### src/common/qracc_pkg.sv
/* Shared definitions for the QRAcc sequencing controller: layer configuration,
   mode and trigger enums, data bus and compute stage structs, output size helper */
`default_nettype none

package qracc_pkg;

    //////////////////////////////////////////////////
    // Layer configuration
    //////////////////////////////////////////////////

    typedef struct packed {
        logic [15:0] input_fmap_dimx;
        logic [15:0] input_fmap_dimy;
        logic [15:0] num_input_channels;
        logic [15:0] num_output_channels;
        logic [3:0]  filter_size_x;
        logic [3:0]  filter_size_y;
        logic [3:0]  stride_x;
        logic [3:0]  stride_y;
        // Bits per activation element, one of 1, 2, 4 or 8
        logic [3:0]  n_input_bits_cfg;
    } qracc_cfg_t;

    //////////////////////////////////////////////////
    // Modes
    //////////////////////////////////////////////////

    typedef enum logic [1:0] {
        TRIGGER_IDLE            = 2'd0,
        TRIGGER_LOAD_ACTIVATION = 2'd1,
        TRIGGER_COMPUTE         = 2'd2,
        TRIGGER_READ_ACTIVATION = 2'd3
    } qracc_trigger_e;

    typedef enum logic [1:0] {
        S_IDLE     = 2'd0,
        S_LOADACTS = 2'd1,
        S_COMPUTE  = 2'd2,
        S_READACTS = 2'd3
    } qracc_state_e;

    //////////////////////////////////////////////////
    // Bus and stage payloads
    //////////////////////////////////////////////////

    typedef struct packed {
        logic        valid;
        logic        wen;
        logic [31:0] data;
    } qracc_bus_req_t;

    typedef struct packed {
        logic        ready;
        logic        rd_data_valid;
        logic [31:0] rd_addr;
    } qracc_bus_rsp_t;

    // Walker to feature stage
    typedef struct packed {
        logic [31:0] rd_addr;
        logic [31:0] feat_addr;
        logic        last;
    } qracc_window_t;

    typedef struct packed {
        logic        en;
        logic [31:0] addr;
    } qracc_act_wr_t;

    // Output map extent along one axis, no padding
    function automatic logic [31:0] out_dim(logic [15:0] in_dim, logic [3:0] filt,
                                            logic [3:0] stride);
        return (32'(in_dim) - 32'(filt)) / 32'(stride) + 32'd1;
    endfunction

endpackage

`default_nettype wire

### src/window/qracc_feature_stage.sv
/* Compute stage 2: feature-loader slot that holds
   under MAC back-pressure and forms the stall */
`default_nettype none

module qracc_feature_stage (
    input  logic                     clk,
    input  logic                     nrst,
    input  qracc_pkg::qracc_window_t win_i,
    input  logic                     rd_en_i,
    input  logic                     mac_ready_i,
    output logic                     feat_valid_o,
    output logic [31:0]              feat_addr_o,
    output logic                     mac_valid_o,
    output logic                     stall_o,
    output logic                     empty_o
);

    logic        valid_q;
    logic        last_q;
    logic [31:0] addr_q;

    // MAC array not taking the word it is shown
    assign stall_o = valid_q && !mac_ready_i;

    always_ff @(posedge clk or negedge nrst) begin
        if (!nrst) begin
            valid_q <= 1'b0;
            last_q  <= 1'b0;
        end else if (!stall_o) begin
            valid_q <= rd_en_i;
            last_q  <= rd_en_i && win_i.last;
        end
    end

    always_ff @(posedge clk) begin
        if (!stall_o) begin
            addr_q <= win_i.feat_addr;
        end
    end

    assign feat_valid_o = valid_q;
    assign feat_addr_o  = addr_q;
    // Last read set of the last filter row closes a window
    assign mac_valid_o  = valid_q && last_q;
    assign empty_o      = !valid_q;

endmodule

`default_nettype wire

### config.mk
export PLATFORM = sky130hd
export DESIGN_NAME = qracc_feature_stage
export DESIGN_NICKNAME = d
export VERILOG_FILES = /design/src/common/qracc_pkg.sv /design/src/window/qracc_feature_stage.sv
export SDC_FILE = /design/constraint.sdc
export NUM_CORES = 1
export LEC_CHECK = 0
export ABC_CLOCK_PERIOD_IN_PS = 1100
export BUFFER_PORTS_ARGS = -buffer_cell sky130_fd_sc_hd__buf_2
export CAP_MARGIN = 15
export CORE_ASPECT_RATIO = 1.4
export CORE_MARGIN = 2
export CORE_UTILIZATION = 31
export DETAILED_ROUTE_END_ITERATION = 7
export HOLD_SLACK_MARGIN = 0.06
export PLACE_DENSITY = 0.74
export SLEW_MARGIN = 40
export SYNTH_ARGS = -nofsm -noshare
export SYNTH_HDL_FRONTEND = slang
export SYNTH_SLANG_ARGS = --single-unit
### constraint.sdc
create_clock -name clk -period 1.1 [get_ports clk]
set_input_delay 0.22 -clock clk [delete_from_list [all_inputs] [get_ports clk]]
set_output_delay 0.22 -clock clk [all_outputs]
set_load 0.005 [all_outputs]
======== Yosys cells after proc, flatten, opt, wreduce, memory -nomap -nowiden ========
Index checks and enable logic that the tools add are counted.
Widths: inputs -> output; s select.
storage, ports and cells
  register bits after elaboration ......... 34
  input bits .............................. 69
  output and inout bits ................... 36
  logic and storage cells ................. 8
operators by class
  reductions and logical operators ........ 5
operators with widths
  kind               count
  $logic_and 1x1->1  3
  $logic_not 1->1    2

======== Logic depth before layout (Yosys ltp) ========
  depth in word-level cells ............... 2
  depth in mapped cells ................... 3
  mapped depth without buffers ............ 3

======== Least setup slack after synthesis ========
OpenSTA, ideal clock, no wires.
  path kind ............................... reg2reg
  from .................................... register valid_q (netlist: feat_valid_o)
  to ...................................... register addr_q[0] (netlist: feat_addr_o[0]) (enable)
  library setup time ...................... 0.346 ns
  data arrival time ....................... 0.725 ns
  required time ........................... 0.754 ns
  path slack .............................. 0.030 ns
  stages on the path, launching flop included .. 2
  path buffers ............................ 0
  clock period less this slack ............ 1.070 ns
  path through ............................ dfrtp_1 > nand2b_4
between the ends
  longest elaborated chain between the ends .. 1
ends and longest elaborated chain
  what                    RTL line                   text
  start, declared         qracc_feature_stage.sv:18  logic valid_q;
  start signal, assigned  qracc_feature_stage.sv:30  valid_q <= rd_en_i;
  $logic_and 1x1->1       qracc_feature_stage.sv:23  assign stall_o = valid_q && !mac_ready_i;
  end signal, assigned    qracc_feature_stage.sv:37  addr_q <= win_i.feat_addr;
  end, declared           qracc_feature_stage.sv:20  logic [31:0] addr_q;
Every way passes these cells.
A chain may end at the register's enable or synchronous reset.

======== Worst setup path after layout ========
  from .................................... register valid_q (netlist: feat_valid_o)
  to ...................................... output feat_valid_o
RTL lines
  what           RTL line                   text
  end, declared  qracc_feature_stage.sv:11  output logic feat_valid_o,
No word-level cell between the ends.

==> summary.md <==
| Metric | Value |
|---|---|
| Outcome | finished, violations left |
| Failing checks | negative setup slack |
| Worst r2r path cells | 3 |
| Worst R2R Setup Slack | -0.01 ns |
| Gr ovfl total | 0 |
| Drt pass-1 iters | 3 |
| Post-DP Area | 1520 um^2 |
| Synth area leader | edfxtp_1 |
| DRC errors left | 0 |
| Clock Sinks | 34 |
| DRT Wirelength | 2000 um |
| Via count of the first global-routing pass | 623 |
| Worst vdd ir | 0.920 mV |
| Maximum buffer depth of the clock tree | 2 |
| Max H-tree Level | 2 |
| WL/cell | 11.7 um |
| Synth area leaders | edfxtp_1 (90%), dfrtp_1 (4.7%), nand2b_4 (1.3%) |
| Filler cell count | a little over 300 |
| Y dimension of the die | 73.3 um |
| Setup Crit Path Kind | flop to output pin |
| Vias per cell | 4.05 |
| Commonest non-fill, non-tap cells in the layout | buf_2 (70), edfxtp_1 (32), clkbuf_8 (5) |
| Fin crit period | about 1.2 ns |
| Layout area overhead | 61.2% |
| Full die area | around 3900 um^2 |
| Hold slack final | 0.122 ns |
| Ports | 105 |
| Reg clk slew, reported paths | 0.06 ns |
| Count of cell types in the netlist | 10 |
| Pwr/cell area | ~1500 nW/um^2 |
| Initial DRC count | 7 |
| Worst Clk Skew | approximately 0.0029 ns |
| Placed cells | between 150 and 200 |
| Syn nets | 111 |
| Port Buffers | 72 |
| Leakage | ~0.8 nW |
| Hold crit path type | primary input to flop |
| Yosys top cell area share | 90.2% |
| CP endpoint | feat_valid_o |
| GP Congestion | between 0.6 and 0.7 |
| Fin crit share | 108% |
| Worst-path fanout max | 4 |
| Yosys warnings | 0 |
| Initial Util | 31.8% |
| Gate Count Post-Synth | 42 |
| CP required | between 0.8 and 0.9 ns |
| Slew @ Worst Pin | 0.117 ns |
| Max-Slew Margin vs Limit | 92.2% |
| Final Instance Area | 1720 um^2 |
| Pwr Total | 2.64 mW |
| Startpoint types | flop |
| First-pass GRT wire length | 2600 um |
| Final setup viols | 19 |
| Max Cap Viol | 0 |
| Share of cells above drive strength 1 | 69.5% |
| Synthesized area per cell | 25.4 um^2 |
| R2r endpoint | feat_addr_o[23]$_DFFE_PN_ |
| Clk Latency, worst-skew pair | 0.27 ns |
| Antenna-violating nets left | 0 |
| Sequential fraction of the synthesis area | 94.9% |
| Fmax | 841 MHz |
| Global Route Usage Sum | 9.83% |
| Crit path launch | feat_valid_o$_DFFE_PN0N_ |
| Ant. Diodes | 0 |
| Fin. Hold Viols | 0 |
| TritonCTS clock tree | done |
| Final cell count without fillers | 171 |
| Core box area | between 3000 and 4000 um^2 |
| Commonest non-fill, non-tap cell in the layout | buf_2 |
| CTS Buf Count | 5 |
| Final #Nets | 199 |
| WP data arrival | 0.97 ns |
| Worst Setup Slack, final | -0.0887 ns |
| CTS Root Cell | clkbuf_8 |
| Flop and latch count out of synthesis | 34 |
| Final Util | 51.3% |
| Cell Area, Synth | 1060 um^2 |
| Setup TNS | -0.349 ns |
| Critical R2R Launch | feat_valid_o$_DFFE_PN0N_ |
| Site row count | 25 |
| Chip width | 53.5 um |
| RSZ-0062 raised after global routing | true |
| CP endpoint kind | output pin |
| Dpl ws | 0.0546 ns |
| Via count | 692 |
| Largest net degree at the start of global routing | 21 |
| Pins Over Slew Limit | 0 |
| Initial antenna violation count | 0 |
-- cell families (layout without fill, tap and decap cells) --
family,Yosys count,in the layout,share of synthesized area [%]
compound gates,1,1,0.823
buf+inv,2,91,0.704
flops,34,34,94.9
simple gates,5,5,3.53
-- registers in the layout (all words and copies together) (netlist names) --
register / count
feat_addr_o: 32
feat_valid_o: 1
last_q: 1
-- layout make-up --
class,count,area (um^2),share of cell area (%)
multi-input cells,6,48.8,2.84
well taps,40,50.0,2.92
clock inverters,2,8.76,0.510
inverters,2,10.0,0.583
repair buffers,81,514,30.0
clock buffers,6,72.6,4.23
flip-flops and latches,34,1010,59.0
-- cell usage after synthesis --
library cell / count
inv_1: 1
nand3b_1: 1
edfxtp_1: 32
inv_2: 1
dfrtp_1: 2
nand2_1: 1
and2_1: 1
o21ai_2: 1
nand2b_4: 1
nand2b_1: 1
-- critical path: stages, from the launching register on --
cell     delay (ns)
dfrtp_2        0.44
buf_4          0.15
buf_2          0.12
-- per-layer routing --
metal	GRT usage, %	wire (um)	vias to the layer above
met5	0	0	-
met4	5.98	14	0
met3	4.27	194	2
met2	18.4	1200	41
met1	7.78	595	314
li1	-	-	335
-- power breakdown --
part / leakage (nW) / switching (mW) / internal, mW / total, mW
sequential: 0.345 / 0.0230 / 1.52 / 1.55
combinational: 0.396 / 0.112 / 0.178 / 0.291
clock: 0.0426 / 0.373 / 0.433 / 0.806
-- repair_timing --
action | CTS | global route
hold buffers | 1 | 0
endpoints found under the hold margin | 2 | 0
buffers inserted | 2 | 1
setup endpoints to repair | 4 | 24
resized for setup | 2 | 5
cloned | 0 | 3
-- worst min-delay path by stage --
stage	start	end	slack [ns]	cells after the start
global route	win_i[23]	feat_addr_o[22]$_DFFE_PN_	0.11	1
CTS	win_i[23]	feat_addr_o[22]$_DFFE_PN_	0.11	1
floorplan	nrst	feat_valid_o$_DFFE_PN0N_	-0.08	0
detailed placement	nrst	last_q$_DFFE_PN0N_	0.01	1
global placement	nrst	feat_valid_o$_DFFE_PN0N_	0.005	1
finish	win_i[26]	feat_addr_o[25]$_DFFE_PN_	0.12	1
No activity file was read; power rests on OpenSTA's default activity.
