`src/common/qracc_pkg.sv`:
```
/* Shared definitions for the QRAcc sequencing controller: layer configuration,
   mode and trigger enums, data bus and compute stage structs, output size helper */
`default_nettype none

package qracc_pkg;

    //////////////////////////////////////////////////
    // Layer configuration
    //////////////////////////////////////////////////

    typedef struct packed {
        logic [15:0] input_fmap_dimx;
        logic [15:0] input_fmap_dimy;
        logic [15:0] num_input_channels;
        logic [15:0] num_output_channels;
        logic [3:0]  filter_size_x;
        logic [3:0]  filter_size_y;
        logic [3:0]  stride_x;
        logic [3:0]  stride_y;
        // Bits per activation element, one of 1, 2, 4 or 8
        logic [3:0]  n_input_bits_cfg;
    } qracc_cfg_t;

    //////////////////////////////////////////////////
    // Modes
    //////////////////////////////////////////////////

    typedef enum logic [1:0] {
        TRIGGER_IDLE            = 2'd0,
        TRIGGER_LOAD_ACTIVATION = 2'd1,
        TRIGGER_COMPUTE         = 2'd2,
        TRIGGER_READ_ACTIVATION = 2'd3
    } qracc_trigger_e;

    typedef enum logic [1:0] {
        S_IDLE     = 2'd0,
        S_LOADACTS = 2'd1,
        S_COMPUTE  = 2'd2,
        S_READACTS = 2'd3
    } qracc_state_e;

    //////////////////////////////////////////////////
    // Bus and stage payloads
    //////////////////////////////////////////////////

    typedef struct packed {
        logic        valid;
        logic        wen;
        logic [31:0] data;
    } qracc_bus_req_t;

    typedef struct packed {
        logic        ready;
        logic        rd_data_valid;
        logic [31:0] rd_addr;
    } qracc_bus_rsp_t;

    // Walker to feature stage
    typedef struct packed {
        logic [31:0] rd_addr;
        logic [31:0] feat_addr;
        logic        last;
    } qracc_window_t;

    typedef struct packed {
        logic        en;
        logic [31:0] addr;
    } qracc_act_wr_t;

    // Output map extent along one axis, no padding
    function automatic logic [31:0] out_dim(logic [15:0] in_dim, logic [3:0] filt,
                                            logic [3:0] stride);
        return (32'(in_dim) - 32'(filt)) / 32'(stride) + 32'd1;
    endfunction

endpackage

`default_nettype wire

```
`src/source/qracc_writeback.sv`:
```
/* Compute stage 3: output pixel counter and ofmap write addresses */
`default_nettype none

module qracc_writeback (
    input  logic                     clk,
    input  logic                     nrst,
    input  qracc_pkg::qracc_cfg_t    cfg_i,
    input  logic                     active_i,
    input  logic                     mac_out_valid_i,
    input  logic [31:0]              ofmap_start_i,
    output qracc_pkg::qracc_act_wr_t wb_o,
    output logic [31:0]              ofmap_len_o,
    output logic                     all_written_o
);
    import qracc_pkg::*;

    logic [31:0] out_chans;
    logic [31:0] n_pixels;
    logic [31:0] pix_q;
    logic [31:0] offset_q;
    logic        wr_en;

    assign out_chans = 32'(cfg_i.num_output_channels);
    assign n_pixels  = out_dim(cfg_i.input_fmap_dimx, cfg_i.filter_size_x, cfg_i.stride_x)
                     * out_dim(cfg_i.input_fmap_dimy, cfg_i.filter_size_y, cfg_i.stride_y);

    // Full ofmap length, also the read-out length after the swap
    assign ofmap_len_o = n_pixels * out_chans;

    assign wr_en       = active_i && mac_out_valid_i;
    assign wb_o.en     = wr_en;
    assign wb_o.addr   = wr_en ? ofmap_start_i + offset_q : '0;
    assign all_written_o = (pix_q == n_pixels);

    // Each pixel occupies one slot of Cout elements
    always_ff @(posedge clk or negedge nrst) begin
        if (!nrst) begin
            pix_q    <= '0;
            offset_q <= '0;
        end else if (!active_i) begin
            pix_q    <= '0;
            offset_q <= '0;
        end else if (wr_en) begin
            pix_q    <= pix_q + 32'd1;
            offset_q <= offset_q + out_chans;
        end
    end

endmodule

`default_nettype wire

```
`config.mk`:
```
export PLATFORM = sky130hd
export DESIGN_NAME = qracc_writeback
export DESIGN_NICKNAME = d
export VERILOG_FILES = /design/src/common/qracc_pkg.sv /design/src/source/qracc_writeback.sv
export SDC_FILE = /design/constraint.sdc
export NUM_CORES = 2
export LEC_CHECK = 0
export ABC_AREA = 1
export BUFFER_PORTS_ARGS = -buffer_cell sky130_fd_sc_hd__buf_4
export CORE_MARGIN = 2
export CORE_UTILIZATION = 55
export DETAILED_ROUTE_END_ITERATION = 8
export PLACE_DENSITY = 0.71
export SETUP_SLACK_MARGIN = 0.4
export SYNTH_ARGS = -nofsm -noshare
export SYNTH_HDL_FRONTEND = slang
export SYNTH_SLANG_ARGS = --single-unit
```
`constraint.sdc`:
```
create_clock -name clk -period 103.8 [get_ports clk]
set_input_delay 10.38 -clock clk [delete_from_list [all_inputs] [get_ports clk]]
set_output_delay 10.38 -clock clk [all_outputs]
set_load 0.005 [all_outputs]
```
* Word level (Yosys, flattened, before mapping)
Cells that the tools add are included.
** Cells by class
- $add $sub $neg :: 7
- Multipliers :: 2
- Divide/modulo/power cells :: 2
- Eq/ne operators :: 2
- Muxes and demuxes :: 5
- Reductions and logical operators :: 1
** Operator list (number)
- 32-bit 2-to-1 mux :: 5
- 32-bit by 1-bit adder with 32-bit output, second input constant :: 3
- 32-bit by 4-bit divider with 32-bit output :: 2
- 16-bit by 4-bit subtractor with 17-bit output :: 2
- 32-bit by 16-bit adder with 32-bit output :: 1
- 32-bit adder :: 1
- 32-bit == test :: 1
- 32-bit by 16-bit multiplier with 32-bit output :: 1
- 32-bit by 32-bit multiplier with 32-bit output :: 1
- 2-bit by 1-bit inequality test with 1-bit output, second input constant :: 1
- 1-bit logical AND :: 1
** Word-level totals
- Bits in registers :: 64
- Output and inout bits :: 66
- Logic and storage cells :: 21

* Depth between registers and ports, before layout
- Word-level depth :: 5
- Gate-level depth with buffers :: 475
- Gate-level depth less buffers :: 445

* Worst setup path after synthesis
No wires, ideal clock.
- Path type :: input to output
- From :: input cfg_i[68] (netlist name)
- To :: output ofmap_len_o[31]
- Arrival :: 78.324 ns
- Setup slack :: 15.096 ns
- Stages :: 443
- Cells stage by stage :: inv_1 -> ha_1 -> inv_1 -> fa_1 -> a21oi_2 -> nand4_1 -> nor2_4 -> buf_1 -> inv_1 -> ha_1 -> inv_1 -> nor2_1 -> nand2_1 -> nand3_1 -> nand2_1 -> ha_1 -> o21ai_0 -> a21oi_1 -> (+407 left out) -> nand2_1 -> nand2_1 -> a21oi_1 -> o21ai_0 -> a21o_1 -> a21oi_1 -> o21bai_1 -> nand3_1 -> nand2_1 -> nand3_1 -> nand2_1 -> nand3_1 -> nand2_1 -> a21oi_1 -> o21bai_1 -> xnor2_1 -> nand4_1 -> nand2_1
** Between the ends
- Word-level cells in the longest chain between the ends :: 5
** Ends and longest elaborated chain
- start, declared :: line qracc_writeback.sv:7 : input qracc_pkg::qracc_cfg_t cfg_i,
- 16-bit by 4-bit subtractor with 17-bit output :: line qracc_pkg.sv:73 : return (32'(in_dim) - 32'(filt)) / 32'(stride) + 32'd1;
- 32-bit by 4-bit divider with 32-bit output :: line qracc_pkg.sv:73
- 32-bit by 1-bit adder with 32-bit output :: line qracc_pkg.sv:73
- 32-bit by 32-bit multiplier with 32-bit output :: line qracc_writeback.sv:25 : * out_dim(cfg_i.input_fmap_dimy, cfg_i.filter_size_y, cfg_i.stride_y);
- 32-bit by 16-bit multiplier with 32-bit output :: line qracc_writeback.sv:28 : assign ofmap_len_o = n_pixels * out_chans;
- end, declared :: line qracc_writeback.sv:12 : output logic [31:0] ofmap_len_o,
No other way between the ends.

* Worst setup path in the final report
Same ends and word-level chain as after synthesis.

==> flow_summary.ini <==
[floorplan]
io_pins = 186
core-area_sq_um = 150000
floorplan.die_area_sq_um = 155000
die_x_microns = 394
initial_core_util_pct = 55.5
placementRows = 142
die_y_microns = 394

[yosys]
syn-instance-count = 13600
synth_warnings = 0
synth.yosys.seq_area_share_pct = 1.92
synthArstFlopShare_pct = 100
edff_count_synth = 0
synth.net_count = 15000
syn-cell-area_sq_um = 83500
avgSynthCellArea_sq_um = 6.12
yosys_register_bits = 64
yosys_most_used_dff = sky130_fd_sc_hd__dfrtp_1
yosys.cell_types.count = 84

[layout]
synthToLayoutAreaGrowth_pct = 5.46
most-common-layout-cells = 3332 x sky130_fd_sc_hd__nand2_1, 2488 x sky130_fd_sc_hd__inv_1, 1659 x sky130_fd_sc_hd__nor2_1
n_fill_cell = 15300
finish.net_count = 15200
layout.cells.most_common = sky130_fd_sc_hd__nand2_1
combined_area_of_the_multi_input_logic_cells_sq_um = 69700
layout-drive-gt1-share_pct = 15.3
regArea_sq_um = 1600
stdcell_area_sq_um = 88000

[timing]
timing.max_slew.rel_slack_pct = 20.2
worst_clock_skew_ps = 8.49
final_sum_of_negative_setup_slack_ps = 0
slew_viol_final = 0
layout_setup_ws_ps = 7010
ratio_of_final_minimum_period_to_clock_period_pct = 93.2
max_slew.worst_pin.slew_ps = 1200
final-hold-violation-count = 0
grt_setup_unrepaired = false
timing.fmax_ghz = 0.0103
setup_viol = 0
period_minus_slack_ps = 96790

[setup_path]
r2r.worst_path.cells = 35
combined_buffer_and_inverter_count_along_the_critical_path = 83
critical-path-slowest-cell = sky130_fd_sc_hd__xor2_1
crit_type = in2out
worst-path-max-fanout = 30
cp_data_required_time_ps = 93420
worst_ep_arrival_time_ps = 86410
worstSetupPathDepth = 418
start_kind = primary input
critical-path-top-cell-by-count = sky130_fd_sc_hd__inv_1
crit_end_category = primary output
crit_path_max_incr_delay_ps = 700
family_with_the_most_delay_on_the_worst_path = simple AND/OR/NAND/NOR gates

[placed_design]
place_area_sq_um = 87100
detailedPlace.worstSlack_ps = 2140
detailed_place_hpwl_mm = 228
routabilityCongestion = 0.968
number_of_port_buffers = 165

[route]
drcViolationCount = 0
wire_per_inst_microns = 16.8
dr_total_vias = 86900
vias_per_inst = 5.47
drt_first_pass_iters = 8
detail_route.wirelength_mm = 267
drt_first_iter_violations = 6855
final_antenna_net_count = 0

[hold_path]
hold_path_depth = 1
hold_class = reg2reg

[global_route]
global_route.usage.total_pct = 33.6
grt_first_pass_wirelength_mm = 432
grt_start_max_net_pins = 65
first_global_vias = 83400
grt_antenna_before_repair = 2
overflow = 0

[cts]
worst_skew_pair.late_latency_ps = 330
path_clk_slew_ps = 60
clock_tree_from_tritoncts = built
postCtsHoldBufs = 0
ctsHtreeMaxLevel = 3
cts_num_sinks = 64
clk_root_buffer_cell = sky130_fd_sc_hd__clkbuf_16
cts_made_buffers = 9
clock_tree.buffer_depth = 2

[status]
run_status = completed

[job]
max-cap-violations = 0
## cells by family after synthesis
logic type	after synthesis	synth area share, %
AOI/OAI and AO/OA	1095	7.55
xor gates and xnor gates	342	3.65
adders and majority gates	1212	24.6
buffers and inverters	2943	14.9
DFF	64	1.92
and+or+nand+nor	7981	47.4
## through the flow
step / instances / util, % / hold slack, ps
after floorplan: 13600 / - / 449
after global placement: 15800 / 58.0 / 472
after detailed placement: 15800 / 58.0 / 470
after CTS: 15900 / 58.2 / 478
after global routing: 15900 / 58.5 / 514
final: 15900 / 58.6 / 479
## registers in the layout, summed over array words and instances (netlist names)
name,count
offset_q,32
pix_q,32
## cell usage after synthesis, types with 22 or more instances
cell                       count  area (sq um)
sky130_fd_sc_hd__a21oi_1     334          1670
sky130_fd_sc_hd__buf_6        63           709
sky130_fd_sc_hd__clkbuf_1    108           405
sky130_fd_sc_hd__clkbuf_8     23           317
sky130_fd_sc_hd__clkinv_1     61           229
sky130_fd_sc_hd__clkinv_2     22           110
sky130_fd_sc_hd__dfrtp_1      64          1600
sky130_fd_sc_hd__fa_1        716         14300
sky130_fd_sc_hd__ha_1        496          6210
sky130_fd_sc_hd__inv_1      2491          9350
sky130_fd_sc_hd__inv_2        91           342
sky130_fd_sc_hd__nand2_1    3334         12500
sky130_fd_sc_hd__nand2_2     419          2620
sky130_fd_sc_hd__nand2_4     118          1330
sky130_fd_sc_hd__nand3_1    1005          5030
sky130_fd_sc_hd__nand3_2     309          3090
sky130_fd_sc_hd__nand3_4      55           963
sky130_fd_sc_hd__nand3b_1     96           721
sky130_fd_sc_hd__nand4_1     383          2400
sky130_fd_sc_hd__nor2_1     1673          6280
sky130_fd_sc_hd__nor2_2      230          1440
sky130_fd_sc_hd__nor2_4      127          1430
sky130_fd_sc_hd__nor3_1      112           561
sky130_fd_sc_hd__o21ai_0     391          1960
sky130_fd_sc_hd__o21ai_1     103           515
sky130_fd_sc_hd__o21ai_2      67           587
sky130_fd_sc_hd__o21bai_1     34           255
sky130_fd_sc_hd__or2_2        43           269
sky130_fd_sc_hd__xnor2_1      99           867
sky130_fd_sc_hd__xor2_1      237          2080
## routing by layer
layer  up-vias  global-route usage (%)  part of all wire (%)  wire, microns
met4         2                    9.83                   3.5           9370
li1      42900                       -                     -              -
met5         -                       0                0.0049             13
met1     40800                    45.5                    44         117000
met3       481                    2.45                   6.1          16200
met2      2670                    57.3                    46         124000
## final timing paths
kind	start	end	slack, ps
min reg2reg	pix_q[12]	pix_q[13]	480
max	cfg_i[68]	ofmap_len_o[31]	7010
max reg2reg	offset_q[2]	offset_q[31]	98910
min in group asynchronous	nrst	offset_q[11]	10140
max in group asynchronous	nrst	pix_q[26]	93090
min	pix_q[12]	pix_q[13]	480
## final cells by class
| cell class | instances | area share (%) |
|---|---|---|
| clock inverter | 6 | 0.0782 |
| inverter | 2689 | 11.7 |
| multi-input combinational | 10600 | 79.3 |
| timing repair buffer | 467 | 4.04 |
| antenna | 1 | 0.00284 |
| clock buffer | 10 | 0.272 |
| sequential | 64 | 1.82 |
| tap | 2016 | 2.87 |
## repair_timing
| action | CTS | global route |
|---|---|---|
| gates resized for setup | 0 | 79 |
| setup buffers | 0 | 29 |
| endpoints found under the setup margin | 0 | 28 |
Power is not shown: default switching activity piles up to over one toggle a cycle in this logic, so the estimate is an artifact.
