[src/common/qracc_pkg.sv]
/* Shared definitions for the QRAcc sequencing controller: layer configuration,
   mode and trigger enums, data bus and compute stage structs, output size helper */
`default_nettype none

package qracc_pkg;

    //////////////////////////////////////////////////
    // Layer configuration
    //////////////////////////////////////////////////

    typedef struct packed {
        logic [15:0] input_fmap_dimx;
        logic [15:0] input_fmap_dimy;
        logic [15:0] num_input_channels;
        logic [15:0] num_output_channels;
        logic [3:0]  filter_size_x;
        logic [3:0]  filter_size_y;
        logic [3:0]  stride_x;
        logic [3:0]  stride_y;
        // Bits per activation element, one of 1, 2, 4 or 8
        logic [3:0]  n_input_bits_cfg;
    } qracc_cfg_t;

    //////////////////////////////////////////////////
    // Modes
    //////////////////////////////////////////////////

    typedef enum logic [1:0] {
        TRIGGER_IDLE            = 2'd0,
        TRIGGER_LOAD_ACTIVATION = 2'd1,
        TRIGGER_COMPUTE         = 2'd2,
        TRIGGER_READ_ACTIVATION = 2'd3
    } qracc_trigger_e;

    typedef enum logic [1:0] {
        S_IDLE     = 2'd0,
        S_LOADACTS = 2'd1,
        S_COMPUTE  = 2'd2,
        S_READACTS = 2'd3
    } qracc_state_e;

    //////////////////////////////////////////////////
    // Bus and stage payloads
    //////////////////////////////////////////////////

    typedef struct packed {
        logic        valid;
        logic        wen;
        logic [31:0] data;
    } qracc_bus_req_t;

    typedef struct packed {
        logic        ready;
        logic        rd_data_valid;
        logic [31:0] rd_addr;
    } qracc_bus_rsp_t;

    // Walker to feature stage
    typedef struct packed {
        logic [31:0] rd_addr;
        logic [31:0] feat_addr;
        logic        last;
    } qracc_window_t;

    typedef struct packed {
        logic        en;
        logic [31:0] addr;
    } qracc_act_wr_t;

    // Output map extent along one axis, no padding
    function automatic logic [31:0] out_dim(logic [15:0] in_dim, logic [3:0] filt,
                                            logic [3:0] stride);
        return (32'(in_dim) - 32'(filt)) / 32'(stride) + 32'd1;
    endfunction

endpackage

`default_nettype wire

[src/window/qracc_window_walker.sv]
/* Compute stage 1: convolution window walker producing
   activation buffer read and feature-loader addresses */
`default_nettype none

module qracc_window_walker #(
    parameter int IFACE_ELEMS = 16
) (
    input  logic                     clk,
    input  logic                     nrst,
    input  qracc_pkg::qracc_cfg_t    cfg_i,
    input  logic                     start_i,
    input  logic                     stall_i,
    output qracc_pkg::qracc_window_t win_o,
    output logic                     rd_en_o,
    output logic                     walk_done_o
);
    import qracc_pkg::*;

    logic [31:0] read_set_q;
    logic [3:0]  fy_q;
    logic [31:0] ox_q;
    logic [31:0] oy_q;
    logic        done_q;
    logic [31:0] chans;
    logic [31:0] num_sets;
    logic [31:0] ox_dim;
    logic [31:0] oy_dim;
    logic [31:0] row;
    logic        last_set;
    logic        last_row;
    logic        last_ox;
    logic        last_oy;

    assign chans = 32'(cfg_i.num_input_channels);
    // Read sets needed to cover one filter row of C*Fx elements
    assign num_sets = (chans * 32'(cfg_i.filter_size_x) + 32'(IFACE_ELEMS) - 32'd1)
                    / 32'(IFACE_ELEMS);
    assign ox_dim = out_dim(cfg_i.input_fmap_dimx, cfg_i.filter_size_x, cfg_i.stride_x);
    assign oy_dim = out_dim(cfg_i.input_fmap_dimy, cfg_i.filter_size_y, cfg_i.stride_y);

    assign last_set = (read_set_q == num_sets - 32'd1);
    assign last_row = (fy_q == cfg_i.filter_size_y - 4'd1);
    assign last_ox  = (ox_q == ox_dim - 32'd1);
    assign last_oy  = (oy_q == oy_dim - 32'd1);

    assign rd_en_o     = start_i && !stall_i && !done_q;
    assign walk_done_o = done_q;

    // Buffer layout is h*W*C + w*C + c
    assign row = oy_q * 32'(cfg_i.stride_y) + 32'(fy_q);
    assign win_o.rd_addr = chans * 32'(cfg_i.input_fmap_dimx) * row
                         + chans * (ox_q * 32'(cfg_i.stride_x))
                         + read_set_q * 32'(IFACE_ELEMS);
    assign win_o.feat_addr = 32'(fy_q) * chans * 32'(cfg_i.filter_size_x)
                           + read_set_q * 32'(IFACE_ELEMS);
    assign win_o.last = last_set && last_row;

    //////////////////////////////////////////////////
    // Counters, read set innermost
    //////////////////////////////////////////////////

    always_ff @(posedge clk or negedge nrst) begin
        if (!nrst) begin
            read_set_q <= '0;
            fy_q       <= '0;
            ox_q       <= '0;
            oy_q       <= '0;
            done_q     <= 1'b0;
        end else if (!start_i) begin
            read_set_q <= '0;
            fy_q       <= '0;
            ox_q       <= '0;
            oy_q       <= '0;
            done_q     <= 1'b0;
        end else if (rd_en_o) begin
            if (!last_set) begin
                read_set_q <= read_set_q + 32'd1;
            end else begin
                read_set_q <= '0;
                if (!last_row) begin
                    fy_q <= fy_q + 4'd1;
                end else begin
                    fy_q <= '0;
                    if (!last_ox) begin
                        ox_q <= ox_q + 32'd1;
                    end else begin
                        ox_q <= '0;
                        if (!last_oy) begin
                            oy_q <= oy_q + 32'd1;
                        end else begin
                            oy_q   <= '0;
                            done_q <= 1'b1;
                        end
                    end
                end
            end
        end
    end

endmodule

`default_nettype wire

[config.mk]
export PLATFORM = sky130hd
export DESIGN_NAME = qracc_window_walker
export DESIGN_NICKNAME = d
export VERILOG_FILES = /design/src/common/qracc_pkg.sv /design/src/window/qracc_window_walker.sv
export SDC_FILE = /design/constraint.sdc
export NUM_CORES = 2
export LEC_CHECK = 0
export BUFFER_PORTS_ARGS = -buffer_cell sky130_fd_sc_hd__buf_4
export CORE_ASPECT_RATIO = 0.75
export CORE_UTILIZATION = 53
export CTS_BUF_LIST = sky130_fd_sc_hd__clkbuf_8
export CTS_CLUSTER_DIAMETER = 30
export DETAILED_ROUTE_END_ITERATION = 7
export PLACE_DENSITY = 0.69
export SYNTH_ARGS = -nofsm -noshare
export SYNTH_HDL_FRONTEND = slang
export SYNTH_SLANG_ARGS = --single-unit
export TNS_END_PERCENT = 100
[constraint.sdc]
create_clock -name clk -period 72.1 [get_ports clk]
set_clock_uncertainty 0.2 [all_clocks]
set_input_delay 14.42 -clock clk [delete_from_list [all_inputs] [get_ports clk]]
set_output_delay 14.42 -clock clk [all_outputs]
set_load 0.05 [all_outputs]
== Word-level counts from Yosys, hierarchy flattened ==
Cells that the tools add are included.

* Bits in registers: 101
* Bits in latches: 0
* Bits in writable memories: 0
* Bits in read-only memories: 0
* Output and inout port bits: 67
* Logic and storage cells: 75
* Memories: 0

* $add $sub $neg: 18
* Multiply operators: 8
* Div/mod/pow operators: 2
* Magnitude comparators: 0
* Eq/ne operators: 9
* Shifts and indexed selects: 0
* Multiplexer cells: 24
* Bitwise operators: 0
* Reduce and logical (&&, ||, !) cells: 9

{| class="wikitable"
|+ Operators with widths
! operator !! count
|-
| $mux W32 || 14
|-
| $add A32 B1 Y32 const B || 5
|-
| $eq A32 B32 Y1 || 3
|-
| $add A32 B32 Y32 || 2
|-
| $div A32 B4 Y32 || 2
|-
| $mul A32 B4 Y32 || 2
|-
| $sub A32 B1 Y32 const B || 2
|-
| $sub A16 B4 Y17 || 2
|-
| $add A24 B32 Y32 || 1
|-
| $add A32 B4 Y32 || 1
|-
| $mul A16 B16 Y32 || 1
|-
| $mul A16 B32 Y32 || 1
|-
| $mul A32 B32 Y32 || 1
|-
| $sub A28 B1 Y29 const B || 1
|-
| $mul A20 B4 Y24 || 1
|-
| $sub A21 B1 Y22 const B || 1
|-
| $add A20 B5 Y21 const B || 1
|-
| $mul A16 B4 Y20 || 1
|-
| $mul A4 B16 Y20 || 1
|-
| $mux W4 || 4
|-
| $ne A2 B1 Y1 const B || 5
|-
| $mux W1 || 6
|-
| $reduce_and A5 Y1 || 1
|-
| $add A4 B1 Y4 const B || 1
|-
| 7 further kinds || 10
|}

== Longest topological paths before layout ==
* Depth in word-level cells: 11
* Mapped depth: 378
* Mapped depth without buffers: 346

== Worst setup path before layout ==
OpenSTA, ideal clock, no wires.

* Kind: input to register
* Start point: input port cfg_i[68] in the netlist's numbering
* End point: register oy_q[12]
* Setup time: 0.099 ns
* Arrival: 86.595 ns
* Required time: 71.801 ns
* Slack: -14.794 ns
* Cell stages on the path: 360
* Buffers on the path: 35
* Cell sequence: clkbuf_1 clkbuf_1 inv_1 ha_1 fa_1 nor2b_1 o21a_1 buf_2 nor2_1 nand3_1 clkbuf_1 buf_1 ha_1 nand3b_1 nor3_1 nand3_1 o21ai_0 nor2_1 (+324 left out) clkbuf_1 nand4_1 clkbuf_1 nor2_1 a21oi_1 ha_1 a21o_1 a21o_1 a21oi_1 and4_1 nand4_1 a2111oi_0 nand4_1 xor2_1 nor3_4 o211ai_4 buf_12 o311ai_4

* Word-level cells in the longest chain between the ends: 7

{| class="wikitable"
|+ Ends and longest elaborated chain
! item !! line !! RTL
|-
| start: declaration || qracc_window_walker.sv:10 || <nowiki>input qracc_pkg::qracc_cfg_t cfg_i,</nowiki>
|-
| $sub A16 B4 Y17 || qracc_pkg.sv:73 || <nowiki>return (32'(in_dim) - 32'(filt)) / 32'(stride) + 32'd1;</nowiki>
|-
| $div A32 B4 Y32 || qracc_pkg.sv:73 ||
|-
| $add A32 B1 Y32 || qracc_pkg.sv:73 ||
|-
| $sub A32 B1 Y32 || qracc_window_walker.sv:43 || <nowiki>assign last_ox = (ox_q == ox_dim - 32'd1);</nowiki>
|-
| $eq A32 B32 Y1 || qracc_window_walker.sv:43 ||
|-
| $ne A2 B1 Y1 (no source line) || -- ||
|-
| $reduce_and A4 Y1 (no source line) || -- ||
|-
| end signal: assignment || qracc_window_walker.sv:89 || <nowiki>oy_q <= oy_q + 32'd1;</nowiki>
|-
| end: declaration || qracc_window_walker.sv:22 || <nowiki>logic [31:0] oy_q;</nowiki>
|}

Every way passes these cells.
A chain may end at the register's enable or synchronous reset.

== Final worst setup path ==
* Start point: input port cfg_i[52] in the netlist's numbering
* End point: register oy_q[31]

* Word-level cells in the longest chain between the ends: 11

{| class="wikitable"
|+ Ends and longest elaborated chain
! item !! line !! RTL
|-
| $sub A16 B4 Y17 || qracc_pkg.sv:73 ||
|-
| $div A32 B4 Y32 || qracc_pkg.sv:73 ||
|-
| $add A32 B1 Y32 || qracc_pkg.sv:73 ||
|-
| $sub A32 B1 Y32 || qracc_window_walker.sv:44 || <nowiki>assign last_oy = (oy_q == oy_dim - 32'd1);</nowiki>
|-
| $eq A32 B32 Y1 || qracc_window_walker.sv:44 ||
|-
| $mux W32 || qracc_window_walker.sv:88 || <nowiki>if (!last_oy) begin</nowiki>
|-
| $mux W32 || qracc_window_walker.sv:84 || <nowiki>if (!last_ox) begin</nowiki>
|-
| $mux W32 || qracc_window_walker.sv:80 || <nowiki>if (!last_row) begin</nowiki>
|-
| $mux W32 || qracc_window_walker.sv:76 || <nowiki>if (!last_set) begin</nowiki>
|-
| $mux W32 || qracc_window_walker.sv:75 || <nowiki>end else if (rd_en_o) begin</nowiki>
|-
| $mux W32 || qracc_window_walker.sv:69 || <nowiki>end else if (!start_i) begin</nowiki>
|}

Every way passes these cells. The select of a mux whose other input is x is not followed.

==> summary.md <==
| Metric | Value |
|---|---|
| WS Path Type | `in2reg` |
| Yosys cell types | `between 150 and 200` |
| 1st-iter DRT viols | `9840` |
| WP data arrival | `about 76 ns` |
| Top_reg_cell synth | `dfrtp_1` |
| Cell mode on critical path | `o21a_1` |
| Synthesized Nets | `between 10000 and 15000` |
| Fin crit period | `between 70 and 80 ns` |
| CP Launch Type | `input port` |
| IO Count | `~160` |
| GR Util All Layers | `0.3919` |
| Share of the synthesized area in the top cell type | `0.2554` |
| Vias in the first global route | `107900` |
| Max FO, Critical Path | `14` |
| DIE WIDTH | `around 490 um` |
| DRT met1 WL | `about 150000 um` |
| GR Overflow Total | `0` |
| Setup Viol. Count Final | `65` |
| EDFF count, synth | `0` |
| Final ANT Viol Nets | `0` |
| CTS tree | `built` |
| # nets final | `~18000` |
| TritonCTS buffer count | `9` |
| Clk slew on worst S/H paths | `0.12 ns` |
| Seq/Total Area, Yosys | `0.02647` |
| WL met3 | `about 37000 um` |
| Worst skew pair latency | `around 0.50 ns` |
| Clk sinks | `roughly 100` |
| Total Wirelength | `about 370000 um` |
| Top cell type by total area after synthesis | `fa_1` |
| Pin count of the biggest net entering global routing | `63` |
| Die area | `about 180000 um2` |
| Synth Cell Area | `about 95000 um2` |
| Min-delay worst type | `reg2reg` |
| CP Data Required Time | `72.28 ns` |
| Worst hold start | `ox_q[28]$_DFFE_PN0P_` |
| Violated checks | `DRC, capacitance limit, setup timing` |
| Syn Area/Cell | `slightly below 8 um2` |
| Antenna violations before repair | `11` |
| #FFs+latches synth | `101` |
| Core box area | `178400 um2` |
| Setup ws final | `-3.988 ns` |
| Most common cell after layout, fill and taps aside | `buf_4` |
| Reg2Reg Setup Slack | `~66 ns` |
| DR WL met2 | `roughly 160000 um` |
| RSZ-0062 raised after global routing | `true` |
| Status | `finished, violations left` |
| Initial Util | `0.5353` |
| Routed length per instance | `around 21 um` |
| Fillcell total | `~13000` |
| Die height | `approximately 370 um` |
| Clock root buffer | `clkbuf_8` |
| # DRC | `6` |
| Min Hold Slack | `0.3909 ns` |
| Clock buffer depth | `2` |
| FMAX | `13.14 MHz` |
| Slew Limit Fails | `0` |
| CP max stage delay | `approximately 0.60 ns` |
| Synth top area cells | `fa_1 (26%), ha_1 (9.9%), inv_1 (6.3%)` |
| Nature of the critical path endpoint | `flip-flop` |
| Asr flop ratio synth | `1.000` |
| Syn. warnings | `0` |
| Slowest CP cell | `or4_4` |
| DR vias | `107000` |
| Final Cycle Share | `1.055` |
| Area growth syn-to-layout | `37.25%` |
| Slew @ Worst Pin | `between 1 and 1.5 ns` |
| Syn Inst Count | `between 10000 and 15000` |
| Worst r2r src | `read_set_q[3]$_DFFE_PN0P_` |
| First-pass GRT wire length | `around 570000 um` |
| Layout cells sized above 1 | `0.3213` |
| CTS hold repair buffers | `0` |
| Gpl congestion | `just under 1` |
| Hold violation total from the final report | `0` |
| Total iterations of the first detailed-routing run | `8` |
| DR top layer | `met4` |
| Relative slew slack | `0.009669` |
| Most frequent cells in the layout | `buf_4 (3880), inv_1 (1601), nand2_1 (1331)` |
| Max_cap viols | `1` |
| Vias per cell | `just under 6` |
| Crit path launch | `cfg_i[52]` |
| Row count | `134` |
| # H-tree levels | `3` |
| Port Buffers | `134` |
| HPWL Detailed | `283800 um` |
-- worst paths after layout --
kind	depth (start not counted)	endpoint
min in group asynchronous	1	read_set_q[20]$_DFFE_PN0P_
min reg2reg	2	ox_q[28]$_DFFE_PN0P_
max reg2reg	19	ox_q[27]$_DFFE_PN0P_
max in group asynchronous	2	oy_q[9]$_DFFE_PN0P_
max	344	oy_q[31]$_DFFE_PN0P_
min	2	ox_q[28]$_DFFE_PN0P_
-- Yosys cell counts, types with 105 or more instances --
master       n
inv_1     1615
nand2_1   1408
fa_1      1218
ha_1       759
and2_1     751
nor2_1     746
xnor2_1    608
a21oi_1    513
clkbuf_1   344
nor3_1     337
nand3_1    266
o21ai_0    263
xor2_1     262
nand2b_1   178
o21a_1     148
nand4_1    136
o21bai_1   132
and3_1     126
a21o_1     118
mux2i_1    109
a31oi_1    107
nor4_1     105
-- repair_timing --
action,CTS,global route
setup buffers,649,185
pin swaps,351,346
setup endpoints to repair,65,65
gates cloned,7,0
gates resized for setup,383,212
-- worst max-delay path: cells and delay by family --
family	cells	cell delay, ns
buffers and inverters	44	5.18
adder cells (fa/ha/maj)	30	8.19
XOR/XNOR	1	0.14
multiplexers	9	2.60
AND/OR/NAND/NOR	127	23.48
AO/OA/AOI/OAI	133	22.02
-- registers in the layout, indices dropped and copies added (netlist names) --
register	flops
fy_q	4
ox_q	32
walk_done_o	1
read_set_q	32
oy_q	32
-- metal layers --
layer  vias up  GRT usage
li1      48110          -
met5         -          0
met4         0     0.1508
met3      1131    0.07677
met2      5294     0.6166
met1     52470     0.5297
-- area by class of cell --
class / count / area, um2 / area share
Antenna cell: 14 / 35.03 / 0.0002673
Clock buffer: 9 / 123.9 / 0.0009451
Clock inverter: 7 / 58.81 / 0.0004487
Inverter: 1616 / 6071 / 0.04632
Multi-Input combinational cell: 9985 / 89210 / 0.6807
Sequential cell: 101 / 2527 / 0.01928
Tap cell: 2380 / 2978 / 0.02272
Timing Repair Buffer: 3942 / 30050 / 0.2293
-- stage by stage --
step / util / worst slack [ns] / TNS (ns) / instances / instance area [um2]
detailed placement: 0.6809 / -4.935 / -297.74 / 17190 / 121500
global route: 0.7346 / -6.414 / -379.63 / 18050 / 131000
floorplan: - / -5.085 / -320.45 / 12200 / 97580
global placement: 0.6809 / -3.423 / -212.86 / 17190 / 121500
finish: 0.7347 / -3.988 / -235.95 / 18050 / 131100
CTS: 0.7206 / -1.034 / -50.51 / 17860 / 128600
-- kinds of logic (layout without fill, tap and decap cells) --
logic type / count (synthesis) / after routing / synth area share
compound gates: 2273 / 2273 / 0.1746
xor+xnor: 876 / 876 / 0.08089
fa+ha+maj: 1987 / 1987 / 0.3559
buf+inv: 2111 / 5574 / 0.08842
flops: 101 / 101 / 0.02647
mux: 179 / 179 / 0.01983
other cells: 0 / 14 / 0
simple gates: 4670 / 4670 / 0.2540
Power is left out: the tool's default activity adds up to more than one toggle a clock period on the data nets, which glitch-free logic cannot reach.
